## config.mk

```make
export PLATFORM = sky130hd
export DESIGN_NAME = scratch_top
export DESIGN_NICKNAME = d
export VERILOG_FILES = /design/src/scratch_pkg.sv /design/src/scratch_bank_if.sv /design/src/mem_1rw_sync.sv /design/src/scratch_cfg_regs.sv /design/src/scratch_bank_ctrl.sv /design/src/scratch_top.sv
export SDC_FILE = /design/constraint.sdc
export NUM_CORES = 2
export LEC_CHECK = 0
export BUFFER_PORTS_ARGS = -buffer_cell sky130_fd_sc_hd__clkbuf_2
export CAP_MARGIN = 10
export CORE_MARGIN = 4
export CORE_UTILIZATION = 58
export DETAILED_ROUTE_END_ITERATION = 6
export PLACE_DENSITY = 0.79
export SYNTH_ARGS = -nofsm -noshare
export SYNTH_HDL_FRONTEND = slang
export SYNTH_HIERARCHICAL = 1
export SYNTH_SLANG_ARGS = --single-unit
```

## constraint.sdc

```tcl
create_clock -name clk_i -period 10.16 [get_ports clk_i]
set_clock_uncertainty 0.15 [all_clocks]
set_input_delay 1.524 -clock clk_i [delete_from_list [all_inputs] [get_ports clk_i]]
set_output_delay 1.524 -clock clk_i [all_outputs]
set_load 0.01 [all_outputs]
```

## src/scratch_pkg.sv

```systemverilog
/*
 * Shared definitions for the two-bank scratchpad.
 * Contains the word, address and counter widths, the bank geometry
 * and the vector typedefs used by every block.
 */

package scratch_pkg;

   // Width of one stored data word.
   localparam int WORD_W = 32;

   // The scratchpad is split evenly over two single-port banks.
   localparam int BANK_ELS  = 48;
   localparam int NUM_BANKS = 2;
   localparam int TOTAL_ELS = NUM_BANKS * BANK_ELS;

   // Request addresses cover a power-of-two space, so the top of the
   // range (96 to 127) is decoded as out of range.
   localparam int ADDR_W      = $clog2(TOTAL_ELS);
   localparam int BANK_ADDR_W = $clog2(BANK_ELS);

   // Event counters saturate at all ones.
   localparam int CNT_W = 16;

   typedef logic [WORD_W-1:0]      word_t;
   typedef logic [ADDR_W-1:0]      addr_t;
   typedef logic [BANK_ADDR_W-1:0] bank_addr_t;
   typedef logic [CNT_W-1:0]       count_t;

endpackage : scratch_pkg

```

## src/scratch_bank_if.sv

```systemverilog
/*
 * Request and read-data bundle for one scratchpad bank.
 * The controller side drives the request; the bank side returns
 * read data one cycle after a read.
 */

`timescale 1ns/1ps

interface scratch_bank_if import scratch_pkg::*; ();

   logic       v;
   logic       w;
   bank_addr_t addr;
   word_t      wdata;
   word_t      rdata;

   // Controller view.
   modport ctrl (
      output v, w, addr, wdata,
      input  rdata
   );

   // Bank view.
   modport bank (
      input  v, w, addr, wdata,
      output rdata
   );

endinterface : scratch_bank_if

```

## src/mem_1rw_sync.sv

```systemverilog
/*
 * Synchronous single-port RAM.
 * One read or one write per cycle. The read address is registered,
 * so read data appears in the cycle after the read request.
 * Contains a range check on incoming addresses.
 */

`timescale 1ns/1ps

module mem_1rw_sync import scratch_pkg::*;
#(
   parameter int width_p = WORD_W,
   parameter int els_p   = BANK_ELS
)
(
   input logic           clk_i,
   input logic           reset_i,
   scratch_bank_if.bank  bank_if
);

   logic [width_p-1:0] mem [els_p];
   bank_addr_t         addr_r;
   logic               read_en;
   logic               write_en;

   assign read_en  = bank_if.v & ~bank_if.w;
   assign write_en = bank_if.v &  bank_if.w;

   // The array itself has no reset; contents are undefined until written.
   always_ff @(posedge clk_i)
   begin
      if (write_en)
      begin
         mem[bank_if.addr] <= bank_if.wdata;
      end
   end

   // Capture the address only on a read. The array output then follows
   // the registered address during the next cycle.
   always_ff @(posedge clk_i)
   begin
      if (read_en)
      begin
         addr_r <= bank_if.addr;
      end
   end

   assign bank_if.rdata = mem[addr_r];

   // The controller subtracts the bank base before it drives a bank, so any
   // address at or above els_p here points to a decode fault upstream.
   a_addr_in_range : assert property (
      @(posedge clk_i) disable iff (reset_i)
      bank_if.v |-> (bank_if.addr < els_p)
   )
   else $error("mem_1rw_sync: address %0d outside %0d words", bank_if.addr, els_p);

endmodule : mem_1rw_sync

```

## src/scratch_cfg_regs.sv

```systemverilog
/*
 * Configuration and status registers for the scratchpad.
 * Holds the write-protect limit and two saturating event counters:
 * one for blocked writes and one for out-of-range requests.
 * Clear zeroes both counters and wins over a same-cycle increment.
 */

`timescale 1ns/1ps

module scratch_cfg_regs import scratch_pkg::*;
(
   input  logic   clk_i,
   input  logic   reset_i,

   input  logic   limit_we_i,
   input  addr_t  limit_i,
   input  logic   clear_i,

   input  logic   blocked_wr_i,
   input  logic   range_err_i,

   output addr_t  protect_limit_o,
   output count_t blocked_cnt_o,
   output count_t range_err_cnt_o
);

   addr_t  limit_r;
   count_t blocked_cnt_r;
   count_t range_err_cnt_r;

   // Increment by one on an event, stopping at all ones.
   function automatic count_t sat_inc(input count_t cnt, input logic event_v);
      count_t result;
      result = cnt;
      if (event_v && (cnt != '1))
      begin
         result = cnt + count_t'(1);
      end
      return result;
   endfunction

   // A new limit applies to requests from the following cycle on.
   always_ff @(posedge clk_i)
   begin
      if (reset_i)
      begin
         limit_r <= '0;
      end
      else if (limit_we_i)
      begin
         limit_r <= limit_i;
      end
   end

   always_ff @(posedge clk_i)
   begin
      if (reset_i || clear_i)
      begin
         blocked_cnt_r   <= '0;
         range_err_cnt_r <= '0;
      end
      else
      begin
         blocked_cnt_r   <= sat_inc(blocked_cnt_r, blocked_wr_i);
         range_err_cnt_r <= sat_inc(range_err_cnt_r, range_err_i);
      end
   end

   assign protect_limit_o = limit_r;
   assign blocked_cnt_o   = blocked_cnt_r;
   assign range_err_cnt_o = range_err_cnt_r;

   // Counters only move upward between clears.
   a_blocked_monotonic : assert property (
      @(posedge clk_i) disable iff (reset_i)
      !clear_i |=> (blocked_cnt_r >= $past(blocked_cnt_r))
   );

   a_range_monotonic : assert property (
      @(posedge clk_i) disable iff (reset_i)
      !clear_i |=> (range_err_cnt_r >= $past(range_err_cnt_r))
   );

endmodule : scratch_cfg_regs

```

## src/scratch_bank_ctrl.sv

```systemverilog
/*
 * Front-end controller for the two-bank scratchpad.
 * Decodes each request to a bank, drops protected writes and
 * out-of-range requests, and steers the rest to one bank.
 * Tracks reads in flight and holds the last read word for the host.
 */

`timescale 1ns/1ps

module scratch_bank_ctrl import scratch_pkg::*;
(
   input  logic          clk_i,
   input  logic          reset_i,

   input  logic          req_v_i,
   input  logic          req_w_i,
   input  addr_t         req_addr_i,
   input  word_t         req_wdata_i,

   input  addr_t         protect_limit_i,

   scratch_bank_if.ctrl  bank0_if,
   scratch_bank_if.ctrl  bank1_if,

   output logic          blocked_wr_o,
   output logic          range_err_o,

   output word_t         rdata_o,
   output logic          rvalid_o
);

   logic       in_range;
   logic       hi_bank;
   logic       blocked;
   logic       accept;
   logic       rd_issue;
   bank_addr_t bank_addr;

   logic       rd_pend_r;
   logic       rd_bank_r;
   logic       rd_oor_r;
   word_t      hold_r;
   logic       rvalid_r;

   assign in_range = (req_addr_i < addr_t'(TOTAL_ELS));
   assign hi_bank  = (req_addr_i >= addr_t'(BANK_ELS));

   // Bank 1 starts at BANK_ELS, so its local address drops the base.
   assign bank_addr = hi_bank ? bank_addr_t'(req_addr_i - addr_t'(BANK_ELS))
                              : bank_addr_t'(req_addr_i);

   // A range error takes precedence, so a protected write that is also
   // out of range is counted only once.
   assign blocked  = req_v_i & req_w_i & in_range & (req_addr_i < protect_limit_i);
   assign accept   = req_v_i & in_range & ~blocked;
   assign rd_issue = req_v_i & ~req_w_i;

   assign blocked_wr_o = blocked;
   assign range_err_o  = req_v_i & ~in_range;

   // Both banks see the same payload; only the selected one gets v.
   assign bank0_if.v     = accept & ~hi_bank;
   assign bank0_if.w     = req_w_i;
   assign bank0_if.addr  = bank_addr;
   assign bank0_if.wdata = req_wdata_i;

   assign bank1_if.v     = accept & hi_bank;
   assign bank1_if.w     = req_w_i;
   assign bank1_if.addr  = bank_addr;
   assign bank1_if.wdata = req_wdata_i;

   // Remember where each read went. Out-of-range reads still return a result.
   always_ff @(posedge clk_i)
   begin
      if (reset_i)
      begin
         rd_pend_r <= 1'b0;
      end
      else
      begin
         rd_pend_r <= rd_issue;
      end
   end

   always_ff @(posedge clk_i)
   begin
      if (rd_issue)
      begin
         rd_bank_r <= hi_bank;
         rd_oor_r  <= ~in_range;
      end
   end

   // The bank output is only valid for one cycle, so it is captured here
   // and held until the next read completes.
   always_ff @(posedge clk_i)
   begin
      if (reset_i)
      begin
         hold_r   <= '0;
         rvalid_r <= 1'b0;
      end
      else
      begin
         rvalid_r <= rd_pend_r;
         if (rd_pend_r)
         begin
            hold_r <= rd_oor_r  ? '0 :
                      rd_bank_r ? bank1_if.rdata : bank0_if.rdata;
         end
      end
   end

   assign rdata_o  = hold_r;
   assign rvalid_o = rvalid_r;

   // Only one bank may be driven per cycle.
   a_one_bank : assert property (
      @(posedge clk_i) disable iff (reset_i)
      !(bank0_if.v && bank1_if.v)
   );

endmodule : scratch_bank_ctrl

```

## src/scratch_top.sv

```systemverilog
/*
 * Scratchpad top level.
 * Connects the controller, the configuration block and the two
 * single-port banks. All external signals are plain ports.
 */

`timescale 1ns/1ps

module scratch_top import scratch_pkg::*;
(
   input  logic   clk_i,
   input  logic   reset_i,

   input  logic   req_v_i,
   input  logic   req_w_i,
   input  addr_t  req_addr_i,
   input  word_t  req_wdata_i,

   output word_t  rdata_o,
   output logic   rvalid_o,

   input  logic   cfg_limit_we_i,
   input  addr_t  cfg_limit_i,
   input  logic   cfg_clear_i,

   output count_t blocked_cnt_o,
   output count_t range_err_cnt_o
);

   addr_t protect_limit;
   logic  blocked_wr;
   logic  range_err;

   scratch_bank_if bank0_if ();
   scratch_bank_if bank1_if ();

   scratch_bank_ctrl u_ctrl (
      .clk_i           (clk_i),
      .reset_i         (reset_i),
      .req_v_i         (req_v_i),
      .req_w_i         (req_w_i),
      .req_addr_i      (req_addr_i),
      .req_wdata_i     (req_wdata_i),
      .protect_limit_i (protect_limit),
      .bank0_if        (bank0_if.ctrl),
      .bank1_if        (bank1_if.ctrl),
      .blocked_wr_o    (blocked_wr),
      .range_err_o     (range_err),
      .rdata_o         (rdata_o),
      .rvalid_o        (rvalid_o)
   );

   scratch_cfg_regs u_cfg (
      .clk_i           (clk_i),
      .reset_i         (reset_i),
      .limit_we_i      (cfg_limit_we_i),
      .limit_i         (cfg_limit_i),
      .clear_i         (cfg_clear_i),
      .blocked_wr_i    (blocked_wr),
      .range_err_i     (range_err),
      .protect_limit_o (protect_limit),
      .blocked_cnt_o   (blocked_cnt_o),
      .range_err_cnt_o (range_err_cnt_o)
   );

   mem_1rw_sync #(.width_p(WORD_W), .els_p(BANK_ELS)) u_bank0 (
      .clk_i   (clk_i),
      .reset_i (reset_i),
      .bank_if (bank0_if.bank)
   );

   mem_1rw_sync #(.width_p(WORD_W), .els_p(BANK_ELS)) u_bank1 (
      .clk_i   (clk_i),
      .reset_i (reset_i),
      .bank_if (bank1_if.bank)
   );

endmodule : scratch_top

```

## Yosys cells after proc, flatten, opt, wreduce, memory -nomap -nowiden

Memories as Yosys holds them, arrays and structs flattened. A register that Yosys moved wholly into a read port is not among the register bits.
Index checks and enable logic that the tools add are counted.

| storage, ports and cells | value |
|---|---|
| register bits after elaboration | 87 |
| memory bits (writable) | 3072 |
| word-level logic and storage cells | 49 |
| memories | 2 |

| operators by class | value |
|---|---|
| add/sub/neg operators | 3 |
| magnitude comparators | 3 |
| equal/unequal tests | 2 |
| multiplexer cells | 9 |
| bitwise logic cells | 17 |
| reduce and logical (&&, ||, !) cells | 3 |

Memories:

| name | words | bits a word | rd ports | clocked after memory_dff | write ports | RTL line | source |
|---|---|---|---|---|---|---|---|
| u_bank0.mem | 48 | 32 | 1 | 1 | 1 | mem_1rw_sync.sv:21 | `logic [width_p-1:0] mem [els_p];` |
| u_bank1.mem | 48 | 32 | 1 | 1 | 1 | mem_1rw_sync.sv:21 |  |

Operators by type and width:

| kind | count |
|---|---|
| two-way mux 32 bit | 2 |
| adder 16 x 1 -> 16 bit (second input constant) | 2 |
| != test 16 bit (second input constant) | 2 |
| two-way mux 6 bit | 3 |
| bitwise AND 1 bit | 13 |
| >= comparator 7 x 6 -> 1 bit (second input constant) | 1 |
| less-than comparator 7 bit | 1 |
| less-than comparator 7 bit (second input constant) | 1 |
| subtractor 6 bit (second input constant) | 1 |
| two-way mux 1 bit | 4 |
| NOT 1 bit | 4 |
| logical AND 1 bit | 2 |
| logical OR 1 bit | 1 |

## Logic depth before layout (Yosys ltp)

| logic depth | value |
|---|---|
| depth in word-level cells | 9 |
| mapped depth | 12 |
| gate-level depth less buffers | 10 |

## Hierarchy

Netlist, hierarchy kept.

By module, submodules not included:

| module | instances | cells an instance | area an instance (sq um) | seq. area each (sq um) |
|---|---|---|---|---|
| mem_1rw_sync | 2 | 2902 | 59920.0 | 46424.5 |
| scratch_bank_ctrl | 1 | 300 | 2837.7 | 740.7 |
| scratch_cfg_regs | 1 | 216 | 1860.5 | 780.7 |

## Least setup slack after synthesis

OpenSTA, ideal clock, no wires.

| path | value |
|---|---|
| kind | input to register |
| start point | input port req_addr_i[0] |
| end point | memory u_bank1/mem[12][0] (netlist name), enable pin |
| library setup time | 0.421 ns |
| arrival | 4.438 ns |
| required time | 9.589 ns |
| path slack | 5.151 ns |
| stages on the path | 8 |
| path buffers | 2 |
| cells stage by stage | nor4_2 > a21oi_2 > nand3_1 > o21ai_0 > buf_4 > or3b_2 > clkbuf_1 > nor2_1 |

| on the way | value |
|---|---|
| elaborated cells between the ends (all ways) | 14 |
| those cells by class | 1 x add/sub; 3 x order compare; 3 x mux; 7 x bitwise |

RTL lines:

| item | RTL line | source |
|---|---|---|
| start, declared | scratch_top.sv:16 | `input addr_t req_addr_i,` |
| subtractor 6 bit / >= comparator 7 x 6 -> 1 bit (equally long branches) | scratch_bank_ctrl.sv:49, scratch_bank_ctrl.sv:46 |  |
| two-way mux 6 bit (*) | scratch_bank_ctrl.sv:49 | `assign bank_addr = hi_bank ? bank_addr_t'(req_addr_i - addr_t'(BANK_ELS))` |
| net bank0_if.addr[4] | scratch_bank_if.sv:13 | `bank_addr_t addr;` |
| end, declared | mem_1rw_sync.sv:21 |  |

Mark *: on every way through the listed nets, which the timed path passes. The rest lies on a longest branch.

## Worst setup path after layout

| path | value |
|---|---|
| start point | input port req_addr_i[2] |
| end point | memory u_bank0/mem[32][13] (netlist name), enable pin |

| on the way | value |
|---|---|
| longest elaborated chain between the ends | 9 |
| elaborated cells between the ends (all ways) | 15 |
| those cells by class | 1 x add/sub; 3 x order compare; 3 x mux; 8 x bitwise |

RTL lines:

| item | RTL line | source |
|---|---|---|
| less-than comparator 7 bit | scratch_bank_ctrl.sv:45 | `assign in_range = (req_addr_i < addr_t'(TOTAL_ELS));` |
| bitwise AND 1 bit (2 in series) | scratch_bank_ctrl.sv:54 | `assign blocked = req_v_i & req_w_i & in_range & (req_addr_i < protect_limit_i);` |
| NOT 1 bit | scratch_bank_ctrl.sv:55 | `assign accept = req_v_i & in_range & ~blocked;` |
| bitwise AND 1 bit | scratch_bank_ctrl.sv:55 |  |
| bitwise AND 1 bit (*) | scratch_bank_ctrl.sv:62 | `assign bank0_if.v = accept & ~hi_bank;` |
| net bank0_if.v | scratch_bank_if.sv:11 | `logic v;` |
| bitwise AND 1 bit (*) | mem_1rw_sync.sv:27 | `assign write_en = bank_if.v & bank_if.w;` |
| two-way mux 1 bit (*) | mem_1rw_sync.sv:32 | `if (write_en)` |
| two-way mux 1 bit (implied by the code) (*) | mem_1rw_sync.sv:34 | `mem[bank_if.addr] <= bank_if.wdata;` |
| end, declared | mem_1rw_sync.sv:21 |  |

Marked as above.

==> results by stage <==
Global route:
- The busiest layer in global routing is met2.
- Entering global routing, the biggest net connects 129 pins.
- The total routing usage reported by global routing is 28.9%.
- For this run, global-route usage on met2 was measured as 43.5%.
- The number of global-route vias before repair is 62.6k.
- The initial antenna violation count is 30.
- The total global routing overflow is 0.
- Global routing consumed, on the met1 layer, 39.9% of the routing resources.
- The first global-routing pass estimated 459000 um of wire.
- In the global route stage, met3 resource usage came out at 7.53%.

Placed design:
- At the end of routability-driven placement, the weighted congestion stood at 0.937.
- The HPWL after detailed placement is 190000 um.
- The total of buffers placed on input and output ports is 116.
- The placed standard-cell area is 127000 um2.
- Once placement completed, the tool counted placed cells totaling 8898.
- At the placement stage, the worst setup path has a slack of 4.11 ns.

CTS:
- The number of clock sinks is 3171.
- Clock tree synthesis selected as its root buffer the cell sky130_fd_sc_hd__clkbuf_16.
- For this design, the CTS-stage hold fixing added 0 buffers.
- Post-CTS timing repair inserted 0 buffers for setup.
- The H-tree level count is 5.
- TritonCTS built the clock tree.
- TritonCTS created 316 clock buffers.
- The number of cells upsized or downsized after cts is 0.
- The clock-pin slew on the worst setup and hold paths is 0.06 ns.
- The largest buffer count on any clock path is 4.
- For the worst-skew pair, the clock arrives at the later sink with an insertion delay of 0.94 ns.

Yosys:
- For this run, the number of Yosys warnings is 6.
- Synthesis instantiated 66 different standard cells from the library.
- The number of nets in the synthesized netlist is 6381.
- The netlist area before placement is 125000 um2.
- The synthesized instance count is 6320.
- The most frequently used flop master after synthesis is sky130_fd_sc_hd__edfxtp_1.
- Each instance of the synthesized netlist takes up on average 19.7 um2.
- The share of synthesized registers carrying an async set or reset is 0%.
- Counting flops with a built-in enable in the synthesized netlist gives 3086.
- Synthesis inferred 3171 register bits.
- Sequential elements use 75.8% of the synthesized area.

STA:
- After layout, the worst path uses 52.6% of the clock period.
- The clock period minus worst slack is 5.34 ns.
- The hold violation count in the final report is 0.
- The relative max-transition margin is 13.5%.
- Hold timing on the final database bottoms out at a slack of 0.325 ns.
- Setup repair after global routing left no endpoint under its margin.
- Setup slack on the critical path of the routed design comes to 4.82 ns.
- The count of pins over their slew limit is 0.
- For the pin with the worst max-slew slack, the measured transition is 1.30 ns.
- The accumulated negative setup slack is 0 ns.
- Derived from the worst setup path, the maximum achievable clock frequency is 187 MHz.
- The final-report setup violation count is 0.

Worst setup path:
- The worst setup path is launched from a primary input.
- The critical path required time is 10.54 ns.
- Of all nets on the critical path, the largest fanout is 32.
- The class of the most critical setup path is primary input to flip-flop.
- The sort of element at the end of the critical path is a flip-flop.
- Data on the critical path arrives at its endpoint at 5.72 ns.

Floorplan:
- For this configuration, the core starts out at a cell density of 58.5%.
- The die covers 222000 um2.
- After floorplanning, the core was divided into 169 placement rows.
- In this run the horizontal extent of the chip is 471 um.
- In this run the standard cell core region covers 213000 um2.
- The boundary pin count is 117.
- In this run the vertical extent of the chip is 471 um.

Routing:
- The per-cell via count in the routed design is 6.90.
- The final layout contains routed wiring with a total length of 327000 um.
- In the final routed layout, each cell accounts on average for 34.6 um.
- The number of antenna-violating nets in the routed design is 0.
- The first-pass iteration count of the detailed router is 5.
- After the first detailed-routing iteration, the DRC count stood at 10.4k.
- The post-detailed-route DRC marker count is 0.
- The final route contains 65.3k vias.

Layout:
- The post-layout instance area is 137000 um2.
- The net count reported at finish is 6457.
- The post-route netlist has 18.3% of its cells at a drive strength greater than 1.
- The growth of design area from synthesis to finish is 10.1%.
- The final-layout fill cell count is 13.3k.
- For this run, the number of standard cells in the final layout without fillers is 9453.

Worst hold path:
- The worst hold path class is flip-flop to flip-flop.

Power and ir drop:
- Dividing total power by cell area gives a power density of 195 nW/um2.
- The worst-case IR drop observed on VDD is 188 uV.
- The leakage power of the design is 45.3 nW.

Run status:
- The flow ran to the end, and the final reports show no timing, DRC or antenna violations.

Job:
- Max-cap violations in this run came to 0.
[kinds of logic after synthesis]
logic type,Yosys count,share of synthesized area (%)
AOI/OAI and AO/OA,864,5.57
DFF,3171,75.8
buffers and inverters,464,2.33
and+or+nand+nor,412,1.63
xor gates and xnor gates,3,0.0211
muxes,1397,14.6
adders and majority gates,9,0.0904
[worst max-delay path, stage by stage]
cell and delay (ns):
sky130_fd_sc_hd__clkbuf_2 0.37, sky130_fd_sc_hd__ha_1 0.47, sky130_fd_sc_hd__nand2_1 0.06, sky130_fd_sc_hd__o21ai_0 0.26, sky130_fd_sc_hd__a21oi_1 0.20, sky130_fd_sc_hd__nor3_1 0.51
sky130_fd_sc_hd__and2_1 0.32, sky130_fd_sc_hd__nand3_1 0.78, sky130_fd_sc_hd__nor2b_4 1.19
[metrics by stage]
step | util (%) | power [mW]
after floorplan | - | 15.5
after global placement | 59.9 | 16.0
after detailed placement | 59.9 | 16.0
after CTS | 64.4 | 26.8
after global routing | 64.4 | 27.5
final | 64.4 | 26.8
[cell usage after synthesis, types with 9 or more instances]
cell type,n,area [um2]
sky130_fd_sc_hd__buf_4,122,916
sky130_fd_sc_hd__o41ai_2,64,1040
sky130_fd_sc_hd__buf_6,75,845
sky130_fd_sc_hd__mux4_2,320,7210
sky130_fd_sc_hd__a21oi_1,154,771
sky130_fd_sc_hd__mux2i_1,1033,10300
sky130_fd_sc_hd__dfxtp_1,85,1700
sky130_fd_sc_hd__or2_2,11,68.8
sky130_fd_sc_hd__inv_1,15,56.3
sky130_fd_sc_hd__clkbuf_1,148,556
sky130_fd_sc_hd__mux2_2,14,158
sky130_fd_sc_hd__o22ai_1,64,400
sky130_fd_sc_hd__nand3_1,20,100
sky130_fd_sc_hd__edfxtp_1,3086,92700
sky130_fd_sc_hd__a22oi_1,256,1920
sky130_fd_sc_hd__a221oi_1,128,1120
sky130_fd_sc_hd__nand4_1,9,56.3
sky130_fd_sc_hd__a22o_1,128,1120
sky130_fd_sc_hd__ha_1,9,113
sky130_fd_sc_hd__buf_2,47,235
sky130_fd_sc_hd__nor2_1,150,563
sky130_fd_sc_hd__mux2_4,30,450
sky130_fd_sc_hd__nand3b_1,11,82.6
sky130_fd_sc_hd__or3_1,11,68.8
sky130_fd_sc_hd__nand2_1,97,364
sky130_fd_sc_hd__nor2b_1,21,131
sky130_fd_sc_hd__a21oi_2,30,263
sky130_fd_sc_hd__and2b_1,25,188
sky130_fd_sc_hd__o21ai_0,16,80.1
sky130_fd_sc_hd__buf_1,50,188
[state kept, by name (all words and copies together), names as in the netlist, named ones only]
register               flops
u_bank1/addr_r             6
u_ctrl/rd_oor_r            1
u_cfg/protect_limit_o      7
u_ctrl/rdata_o            32
u_bank0/mem             1536
u_ctrl/rd_pend_r           1
u_bank1/mem             1536
u_ctrl/rvalid_o            1
u_cfg/range_err_cnt_o     16
u_cfg/blocked_cnt_o       16
u_bank0/addr_r             6
u_ctrl/rd_bank_r           1
[report_power, final]
part	leakage, nW	internal (mW)	switching, mW
logic	12.2	0.409	0.937
registers	28.4	14.4	0.0403
clock network	4.69	6.35	4.66
[metal layers]
metal | wire (um) | up-vias
met3 | 42000 | 759
li1 | - | 26081
met5 | 85 | -
met1 | 116000 | 33634
met4 | 18500 | 14
met2 | 150000 | 4774
[layout make-up]
class	instances	area (um2)	share of cell area, %
timing repair buffer	207	1460	1.07
antenna	17	42.5	0.0310
tap	2821	3530	2.57
clock inverter	137	1200	0.873
clock buffer	400	8400	6.13
multi-input combinational	2685	28000	20.4
inverter	15	56.3	0.0411
sequential	3171	94400	68.8
[worst paths after layout]
kind,slack (ns),depth (start not counted),endpoint,start
max,4.82,9,u_bank0/mem[32][13],req_addr_i[2]
min,0.33,1,flip-flop,u_bank1/addr_r[4]
max reg2reg,5.09,10,u_ctrl/rdata_o[29],flip-flop
min reg2reg,0.33,1,flip-flop,u_bank1/addr_r[4]
[cells in the final DEF, fill, tap and decap left out, types with 20 or more instances in the layout]
cell type and n:
sky130_fd_sc_hd__and2b_1 25, sky130_fd_sc_hd__bufinv_16 21, sky130_fd_sc_hd__mux4_2 320, sky130_fd_sc_hd__a21oi_1 154
sky130_fd_sc_hd__a221oi_1 128, sky130_fd_sc_hd__a22oi_1 256, sky130_fd_sc_hd__nor2_4 94, sky130_fd_sc_hd__mux2i_1 1033
sky130_fd_sc_hd__clkbuf_2 84, sky130_fd_sc_hd__o41ai_2 64, sky130_fd_sc_hd__clkinv_1 59, sky130_fd_sc_hd__buf_4 114
sky130_fd_sc_hd__o22ai_1 64, sky130_fd_sc_hd__clkbuf_1 73, sky130_fd_sc_hd__nand2_1 97, sky130_fd_sc_hd__a22o_1 128
sky130_fd_sc_hd__edfxtp_1 3086, sky130_fd_sc_hd__mux2_4 30, sky130_fd_sc_hd__a21oi_2 30, sky130_fd_sc_hd__nor2_1 56
sky130_fd_sc_hd__clkbuf_16 322, sky130_fd_sc_hd__dfxtp_1 74, sky130_fd_sc_hd__clkinv_2 41, sky130_fd_sc_hd__nand3_1 20
No activity file was read; power rests on OpenSTA's default activity.
